File: src/logic/muldiv_params.svh
`ifndef MULDIV_PARAMS_SVH
`define MULDIV_PARAMS_SVH

// operand and result width
`define MD_XLEN 32

// destination register tag
`define MD_TAG_W 5

// bit-length value, holds 0 to MD_XLEN
`define MD_LEN_W 6

// multiplier pipeline depth
`define MD_MUL_STAGES 2

`endif

File: src/logic/muldiv_pkg.sv
`default_nettype none

`include "muldiv_params.svh"

package muldiv_pkg;

    // upper bit selects the divider
    typedef enum logic [1:0] {
        mul_lo  = 2'b00,
        mul_hi  = 2'b01,
        div_quo = 2'b10,
        div_rem = 2'b11
    } md_op_e;

    typedef struct packed {
        md_op_e               op;
        logic                 is_signed;
        logic [`MD_XLEN-1:0]  a;         // dividend or multiplicand
        logic [`MD_XLEN-1:0]  b;         // divisor or multiplier
        logic [`MD_TAG_W-1:0] tag;       // destination register
    } md_req_t;

    typedef struct packed {
        logic [`MD_XLEN-1:0]  result;
        logic [`MD_TAG_W-1:0] tag;
    } md_resp_t;

endpackage

`default_nettype wire

File: src/logic/lead_one_pos.sv
`timescale 1ns/1ns
`default_nettype none

`include "muldiv_params.svh"

// bit length of a word, zero for a zero word
module lead_one_pos (
    input  logic [`MD_XLEN-1:0]  value,
    output logic [`MD_LEN_W-1:0] len
);

    always_comb begin
        len = '0;
        for (int i = 0; i < `MD_XLEN; i++) begin
            if (value[i]) begin
                len = `MD_LEN_W'(i + 1);  // higher bits overwrite lower ones
            end
        end
    end

endmodule

`default_nettype wire

File: src/logic/muldiv_unit.sv
`timescale 1ns/1ns
`default_nettype none

module muldiv_unit import muldiv_pkg::*; (
    input  logic     clk,
    input  logic     rst_n,
    input  md_req_t  req,
    input  logic     req_valid,
    output logic     req_ready,
    output md_resp_t resp,
    output logic     resp_valid,
    input  logic     resp_ready
);

    logic     sel_div;
    logic     div_valid;
    logic     div_req_ready;
    logic     mul_valid;
    logic     mul_req_ready;

    md_resp_t div_resp;
    logic     div_resp_valid;
    logic     div_resp_ready;
    md_resp_t mul_resp;
    logic     mul_resp_valid;
    logic     mul_resp_ready;

    assign sel_div   = req.op[1];                 // div_quo / div_rem
    assign div_valid = req_valid & sel_div;
    assign mul_valid = req_valid & !sel_div;
    assign req_ready = sel_div ? div_req_ready : mul_req_ready;

    seq_divider u_div (
        .clk        (clk),
        .rst_n      (rst_n),
        .req        (req),
        .req_valid  (div_valid),
        .req_ready  (div_req_ready),
        .resp       (div_resp),
        .resp_valid (div_resp_valid),
        .resp_ready (div_resp_ready)
    );

    pipe_multiplier u_mul (
        .clk        (clk),
        .rst_n      (rst_n),
        .req        (req),
        .req_valid  (mul_valid),
        .req_ready  (mul_req_ready),
        .resp       (mul_resp),
        .resp_valid (mul_resp_valid),
        .resp_ready (mul_resp_ready)
    );

    wb_merge u_merge (
        .div_resp   (div_resp),
        .div_valid  (div_resp_valid),
        .div_ready  (div_resp_ready),
        .mul_resp   (mul_resp),
        .mul_valid  (mul_resp_valid),
        .mul_ready  (mul_resp_ready),
        .resp       (resp),
        .resp_valid (resp_valid),
        .resp_ready (resp_ready)
    );

endmodule

`default_nettype wire

File: src/logic/pipe_multiplier.sv
`timescale 1ns/1ns
`default_nettype none

`include "muldiv_params.svh"

module pipe_multiplier import muldiv_pkg::*; (
    input  logic     clk,
    input  logic     rst_n,
    input  md_req_t  req,
    input  logic     req_valid,
    output logic     req_ready,
    output md_resp_t resp,
    output logic     resp_valid,
    input  logic     resp_ready
);

    logic                          advance;

    logic                          s1_valid;
    logic signed [`MD_XLEN:0]      s1_a;      // sign or zero extended
    logic signed [`MD_XLEN:0]      s1_b;
    logic                          s1_hi;
    logic [`MD_TAG_W-1:0]          s1_tag;

    logic signed [2*`MD_XLEN+1:0]  full;
    logic                          s2_valid;
    logic [2*`MD_XLEN-1:0]         prod_q;
    logic                          s2_hi;
    logic [`MD_TAG_W-1:0]          s2_tag;

    // whole pipe moves when the output slot frees up
    assign advance   = !s2_valid || resp_ready;
    assign req_ready = advance;

    assign full = s1_a * s1_b;

    always_ff @(posedge clk or negedge rst_n) begin
        if (!rst_n) begin
            s1_valid <= 1'b0;
            s2_valid <= 1'b0;
        end else if (advance) begin
            s1_valid <= req_valid;
            s2_valid <= s1_valid;
        end
    end

    always_ff @(posedge clk) begin
        if (advance) begin
            s1_a   <= {req.is_signed & req.a[`MD_XLEN-1], req.a};
            s1_b   <= {req.is_signed & req.b[`MD_XLEN-1], req.b};
            s1_hi  <= (req.op == mul_hi);
            s1_tag <= req.tag;
            prod_q <= full[2*`MD_XLEN-1:0];
            s2_hi  <= s1_hi;
            s2_tag <= s1_tag;
        end
    end

    assign resp.result = s2_hi ? prod_q[2*`MD_XLEN-1:`MD_XLEN] : prod_q[`MD_XLEN-1:0];
    assign resp.tag    = s2_tag;
    assign resp_valid  = s2_valid;

    a_resp_hold: assert property (@(posedge clk) disable iff (!rst_n)
        resp_valid && !resp_ready |=> resp_valid && $stable(resp))
        else $error("multiplier result changed under back-pressure");

endmodule

`default_nettype wire

File: src/logic/seq_divider.sv
`timescale 1ns/1ns
`default_nettype none

`include "muldiv_params.svh"

module seq_divider import muldiv_pkg::*; (
    input  logic     clk,
    input  logic     rst_n,
    input  md_req_t  req,
    input  logic     req_valid,
    output logic     req_ready,
    output md_resp_t resp,
    output logic     resp_valid,
    input  logic     resp_ready
);

    logic                 a_neg;
    logic                 b_neg;
    logic [`MD_XLEN-1:0]  a_mag;
    logic [`MD_XLEN-1:0]  b_mag;
    logic [`MD_LEN_W-1:0] a_len;
    logic [`MD_LEN_W-1:0] b_len;
    logic [`MD_LEN_W-1:0] len_diff;
    logic                 early;
    logic                 accept;

    logic [`MD_LEN_W-1:0] cnt;       // iterations left plus the sign-fix cycle
    logic [`MD_XLEN-1:0]  rem_q;
    logic [`MD_XLEN-1:0]  dvs_q;
    logic [`MD_XLEN-1:0]  quo_q;
    logic                 want_rem;
    logic                 neg_quo;
    logic                 neg_rem;
    logic [`MD_TAG_W-1:0] tag_q;

    assign a_neg = req.is_signed & req.a[`MD_XLEN-1];
    assign b_neg = req.is_signed & req.b[`MD_XLEN-1];
    assign a_mag = a_neg ? -req.a : req.a;
    assign b_mag = b_neg ? -req.b : req.b;

    lead_one_pos u_len_a (
        .value (a_mag),
        .len   (a_len)
    );

    lead_one_pos u_len_b (
        .value (b_mag),
        .len   (b_len)
    );

    // zero divisor or divisor longer than dividend answers at once
    assign early    = (b_len == '0) || (b_len > a_len);
    assign len_diff = a_len - b_len;

    assign req_ready = (cnt == '0) && !resp_valid;
    assign accept    = req_valid && req_ready;

    always_ff @(posedge clk or negedge rst_n) begin
        if (!rst_n) begin
            cnt        <= '0;
            resp_valid <= 1'b0;
        end else begin
            if (accept && !early) begin
                cnt <= len_diff + `MD_LEN_W'd2;
            end else if (cnt != '0) begin
                cnt <= cnt - `MD_LEN_W'd1;
            end

            if (accept && early) begin
                resp_valid <= 1'b1;
            end else if (cnt == `MD_LEN_W'd1) begin
                resp_valid <= 1'b1;          // sign fix done
            end else if (resp_ready) begin
                resp_valid <= 1'b0;
            end
        end
    end

    always_ff @(posedge clk) begin
        if (accept) begin
            tag_q    <= req.tag;
            want_rem <= (req.op == div_rem);
            neg_quo  <= a_neg ^ b_neg;
            neg_rem  <= a_neg;               // remainder follows the dividend
            rem_q    <= a_mag;
            dvs_q    <= b_mag << len_diff;   // align top bits
            quo_q    <= '0;
            if (early) begin
                resp.result <= (req.op == div_rem) ? req.a : '0;
                resp.tag    <= req.tag;
            end
        end else if (cnt > `MD_LEN_W'd1) begin
            if (rem_q >= dvs_q) begin
                rem_q <= rem_q - dvs_q;
                quo_q <= {quo_q[`MD_XLEN-2:0], 1'b1};
            end else begin
                quo_q <= {quo_q[`MD_XLEN-2:0], 1'b0};
            end
            dvs_q <= dvs_q >> 1;
        end else if (cnt == `MD_LEN_W'd1) begin
            if (want_rem) begin
                resp.result <= neg_rem ? -rem_q : rem_q;
            end else begin
                resp.result <= neg_quo ? -quo_q : quo_q;
            end
            resp.tag <= tag_q;
        end
    end

    a_resp_hold: assert property (@(posedge clk) disable iff (!rst_n)
        resp_valid && !resp_ready |=> resp_valid && $stable(resp))
        else $error("divider result changed under back-pressure");

    a_busy_no_result: assert property (@(posedge clk) disable iff (!rst_n)
        resp_valid |-> cnt == '0)
        else $error("divider result raised while still iterating");

endmodule

`default_nettype wire

File: src/logic/wb_merge.sv
`timescale 1ns/1ns
`default_nettype none

// divider wins, multiplier waits
module wb_merge import muldiv_pkg::*; (
    input  md_resp_t div_resp,
    input  logic     div_valid,
    output logic     div_ready,
    input  md_resp_t mul_resp,
    input  logic     mul_valid,
    output logic     mul_ready,
    output md_resp_t resp,
    output logic     resp_valid,
    input  logic     resp_ready
);

    assign resp       = div_valid ? div_resp : mul_resp;
    assign resp_valid = div_valid | mul_valid;

    assign div_ready  = div_valid & resp_ready;
    assign mul_ready  = !div_valid & resp_ready;  // blocked behind a divider result

endmodule

`default_nettype wire

File: config.mk
export PLATFORM = sky130hd
export DESIGN_NAME = muldiv_unit
export DESIGN_NICKNAME = d
export VERILOG_FILES = /design/src/logic/muldiv_pkg.sv /design/src/logic/lead_one_pos.sv /design/src/logic/muldiv_unit.sv /design/src/logic/pipe_multiplier.sv /design/src/logic/seq_divider.sv /design/src/logic/wb_merge.sv
export VERILOG_INCLUDE_DIRS = /design/src /design/src/logic
export SDC_FILE = /design/constraint.sdc
export NUM_CORES = 2
export LEC_CHECK = 0
export BUFFER_PORTS_ARGS = -buffer_cell sky130_fd_sc_hd__buf_2
export CORE_MARGIN = 2
export CORE_UTILIZATION = 55
export CTS_CLUSTER_DIAMETER = 200
export DETAILED_ROUTE_END_ITERATION = 12
export PLACE_DENSITY = 0.76
export RECOVER_POWER = 25
export SLEW_MARGIN = 20
export SYNTH_ARGS = -nofsm -noshare
export SYNTH_HDL_FRONTEND = slang
export SYNTH_SLANG_ARGS = --single-unit
File: constraint.sdc
create_clock -name clk -period 13 [get_ports clk]
set_input_delay 1.3 -clock clk [delete_from_list [all_inputs] [get_ports clk]]
set_output_delay 1.3 -clock clk [all_outputs]
set_load 0.005 [all_outputs]
==> metrics.txt <==
# TYPE chip_impl_metric gauge
chip_impl_metric{name="dp_slack",unit="ns"} 3.98
chip_impl_info{name="critical-path-top-cell-by-count",value="sky130_fd_sc_hd__fa_1"} 1
chip_impl_metric{name="postSynthCellCount",unit=""} 5965
chip_impl_metric{name="non_filler_instance_count_after_layout",unit=""} 7259
chip_impl_metric{name="critical-path-max-stage-delay",unit="ns"} 1.48
chip_impl_metric{name="cts-buffers-inserted",unit=""} 35
chip_impl_metric{name="clkSlewWorstSetupHoldPaths",unit="ns"} 0.06
chip_impl_info{name="violations_in_the_final_reports",value="max-capacitance violations, max-slew violations"} 1
chip_impl_info{name="regToRegStartpoint",value="u_mul.s1_a[0]$_DFFE_PP_"} 1
chip_impl_metric{name="finish.instance_area",unit="um^2"} 58600
chip_impl_metric{name="asyncSetResetFlopFracSynth",unit="%"} 3.08
chip_impl_info{name="run_status",value="finished, violations left"} 1
chip_impl_metric{name="timing.critical_path.fanout_max",unit=""} 33
chip_impl_metric{name="timing.final.crit_share",unit="%"} 72.5
chip_impl_metric{name="drt_wl_total",unit="um"} 154000
chip_impl_metric{name="placementRows",unit=""} 116
chip_impl_info{name="startpoint",value="u_mul.s1_a[0]$_DFFE_PP_"} 1
chip_impl_metric{name="fp.dieArea",unit="um^2"} 104000
chip_impl_metric{name="timing_worst_slew_pin_value",unit="ns"} 4.11
chip_impl_metric{name="postPlaceCellArea",unit="um^2"} 57600
chip_impl_metric{name="dr.first_iter.drc_count",unit=""} 3801
chip_impl_metric{name="setup_slack_on_the_worst_flop_to_flop_path",unit="ns"} 3.57
chip_impl_metric{name="final-max-slew-violation-count",unit=""} 137
chip_impl_metric{name="global_route.usage.total",unit="%"} 30.7
chip_impl_metric{name="fraction_of_layout_instances_using_a_drive_strength_above_1",unit="%"} 4.12
chip_impl_metric{name="area_growth_syn_to_layout",unit="%"} 5.02
chip_impl_info{name="critical_path.slowest_cell",value="sky130_fd_sc_hd__clkbuf_1"} 1
chip_impl_info{name="worstSetupPathType",value="flip-flop to flip-flop"} 1
chip_impl_metric{name="design.final.nets",unit=""} 7335
chip_impl_metric{name="postCtsResizedCells",unit=""} 0
chip_impl_metric{name="clock_sinks",unit=""} 292
chip_impl_metric{name="vias_per_cell",unit=""} 5.85
chip_impl_metric{name="cp_num_cells",unit=""} 24
chip_impl_info{name="synth_top_flop_cell",value="sky130_fd_sc_hd__edfxtp_1"} 1
chip_impl_info{name="worst_hold_path_type",value="flip-flop to flip-flop"} 1
chip_impl_metric{name="dieHeight",unit="um"} 323
chip_impl_metric{name="floorplan.io_pins",unit=""} 115
chip_impl_info{name="critPathLaunchType",value="flip-flop"} 1
chip_impl_metric{name="final-setup-viol-count",unit=""} 0
chip_impl_metric{name="slew_headroom",unit="%"} -174
chip_impl_metric{name="hpwl",unit="um"} 121000
chip_impl_metric{name="start_util",unit="%"} 55.6
chip_impl_metric{name="placeableCoreArea",unit="um^2"} 100000
chip_impl_metric{name="port_buffers",unit=""} 114
chip_impl_metric{name="gp_routability_congestion",unit=""} 0.939
chip_impl_info{name="crit_path_cell_trace",value="clkbuf_1, nor2_1, fa_1, fa_1, fa_1, inv_1, fa_1, fa_1, fa_1, fa_1, fa_1, inv_1, ha_1, a21oi_1, o21ai_0, a22oi_1, nor3_1, nor4_1, a21oi_1, o31ai_1, a2111oi_0, o31ai_1, mux2_2, nor2_1"} 1
chip_impl_metric{name="timing.critical_path.required",unit="ns"} 13.39
chip_impl_metric{name="setup-tns-final",unit="ns"} 0
chip_impl_info{name="cp-end-kind",value="flip-flop"} 1
chip_impl_metric{name="syn_nets",unit=""} 7424
chip_impl_metric{name="max_capacitance_violation_count",unit=""} 3
chip_impl_metric{name="synthesized_area_per_cell",unit="um^2"} 9.36
chip_impl_info{name="clock-root-buffer",value="sky130_fd_sc_hd__clkbuf_16"} 1
chip_impl_metric{name="drtAntennaViolNets",unit=""} 0
chip_impl_metric{name="final.setup.worst_slack",unit="ns"} 3.57
chip_impl_metric{name="grt_max_degree",unit=""} 87
chip_impl_metric{name="ys_ff_latch",unit=""} 292
chip_impl_metric{name="width_of_the_die",unit="um"} 323
chip_impl_info{name="crit-reg2reg-capture",value="u_mul.prod_q[62]$_DFFE_PP_"} 1
chip_impl_metric{name="achievable_frequency",unit="GHz"} 0.106
chip_impl_metric{name="timing_hold_violations_final",unit=""} 0
chip_impl_info{name="critical_path.top_delay_family",value="adder cells"} 1
chip_impl_metric{name="hold_bufs_inserted_after_cts",unit=""} 0
chip_impl_metric{name="antenna_found_initial",unit=""} 2
chip_impl_metric{name="timing.clock.skew",unit="ns"} 0.0380
chip_impl_metric{name="clock_period_minus_worst_slack",unit="ns"} 9.43
chip_impl_metric{name="synth-edff-count",unit=""} 251
chip_impl_metric{name="route.vias.total",unit=""} 42500
chip_impl_metric{name="via_count_of_the_first_global_routing_pass",unit=""} 44800
chip_impl_metric{name="dpl.cell_count",unit=""} 7196
chip_impl_metric{name="synthDistinctLibCells",unit=""} 99
chip_impl_info{name="worst_setup_path_end",value="u_mul.prod_q[62]$_DFFE_PP_"} 1
chip_impl_metric{name="drt-wirelength-per-cell",unit="um"} 21.3
chip_impl_metric{name="timing.reg2reg.worst_path_depth",unit=""} 24
chip_impl_metric{name="synth_area",unit="um^2"} 55800
chip_impl_metric{name="htreeDepth",unit=""} 2
chip_impl_metric{name="cts-root-to-sink-buffers",unit=""} 3
chip_impl_metric{name="drcViolationCount",unit=""} 0
chip_impl_info{name="rsz_0062_raised_after_global_routing",value="false"} 1
chip_impl_metric{name="drt-pass1-iter-count",unit=""} 5
chip_impl_metric{name="global_route_wire_length_before_repair",unit="um"} 248000
chip_impl_info{name="hold_start",value="u_mul.s1_hi$_DFFE_PP_"} 1
chip_impl_metric{name="worst_ep_arrival_time",unit="ns"} 9.83
chip_impl_metric{name="clock_latency",unit="ns"} 0.57
chip_impl_metric{name="post-cts-setup-buffers",unit=""} 0
chip_impl_info{name="tritoncts",value="built"} 1
chip_impl_metric{name="overflow",unit=""} 0
chip_impl_metric{name="cp.buffers_inverters",unit=""} 3
chip_impl_metric{name="yosys_warnings",unit=""} 0
chip_impl_metric{name="yosysSeqAreaShare",unit="%"} 15.0
## cells by family (layout without fill, tap and decap cells)
logic type,after synthesis,in the layout,share of synthesized area (%)
buffers and inverters,1387,1323,9.35
and+or+nand+nor,1818,1818,15.4
AOI/OAI and AO/OA,732,732,8.13
DFF,292,292,15.0
muxes,115,115,2.17
xor gates and xnor gates,238,238,3.79
adders and majority gates,1383,1383,46.1
other,0,1,0
## placed cells by master (no fill, tap or decap), drive strengths merged, types with 21 or more instances in the layout
cell,instances
a21o,41
a21oi,222
and2,386
and3,23
buf,122
clkbuf,119
dfxtp,32
edfxtp,251
fa,1126
ha,257
inv,1065
mux2i,101
nand2,969
nand2b,44
nand3,75
nor2,155
nor3,37
o21a,21
o21ai,223
o31ai,34
or3,24
xnor2,141
xor2,97
## registers in the layout, summed over array words and instances (netlist names), 6 cells and up
register,flops
u_mul.prod_q,64
u_div.resp,37
u_mul.s1_a,33
u_mul.s1_b,33
u_div.dvs_q,32
u_div.quo_q,32
u_div.rem_q,32
u_div.cnt,6
## cell type report
type                       count  area (um^2)
antenna                        1         2.50
clock inverter                17          170
tap                         1357         1700
fill                        8595        41800
inverter                    1065         4000
clock buffer                  45          987
sequential                   292         8400
timing repair buffer         196         1110
multi-input combinational   4286        42300
## cell usage after synthesis (all sizes together), types with 15 or more instances
library cell	instances	share of area, %
nand2	969	6.5
a21o	41	0.55
o41ai	17	0.31
xnor2	141	2.3
ha	257	5.8
and3	23	0.26
nor3	37	0.36
nor4	17	0.20
buf	24	0.19
a211oi	20	0.28
and2	386	4.3
or3	24	0.30
clkbuf	298	2.0
mux2i	101	1.8
nand2b	44	0.51
or4	19	0.27
edfxtp	251	13
nand3	75	0.67
o21a	21	0.28
dfxtp	32	1.1
inv	1063	7.1
xor2	97	1.5
a31oi	20	0.22
nor2	155	1.1
o21bai	15	0.20
o21ai	223	2.0
fa	1126	40
o31ai	34	0.47
a21oi	222	2.0
## routing by layer
metal / share of wire, % / global-route usage (%)
met1: 38 / 40.5
met2: 49 / 51.7
met3: 8.1 / 4.01
met4: 4.3 / 12.0
met5: 0.0078 / 0
## worst min-delay path by stage
stage / endpoint / slack (ns) / cells after the start
finish: u_mul.s2_hi$_DFFE_PP_ / 0.41 / 0
CTS: u_mul.s2_hi$_DFFE_PP_ / 0.41 / 0
global placement: u_mul.s2_tag[1]$_DFFE_PP_ / 0.40 / 0
detailed placement: u_mul.s2_hi$_DFFE_PP_ / 0.40 / 0
global route: u_mul.s2_hi$_DFFE_PP_ / 0.42 / 0
floorplan: u_mul.s2_hi$_DFFE_PP_ / 0.40 / 0
## metrics by stage
step,hold WS (ns),util (%)
3_5_place_dp,0.405,57.3
2_1_floorplan,0.400,-
3_3_place_gp,0.401,57.3
6_report,0.412,58.4
5_1_grt,0.423,58.4
4_1_cts,0.414,58.5
Power is left out: the tool's default activity adds up to more than one toggle a clock period on the data nets, which glitch-free logic cannot reach.
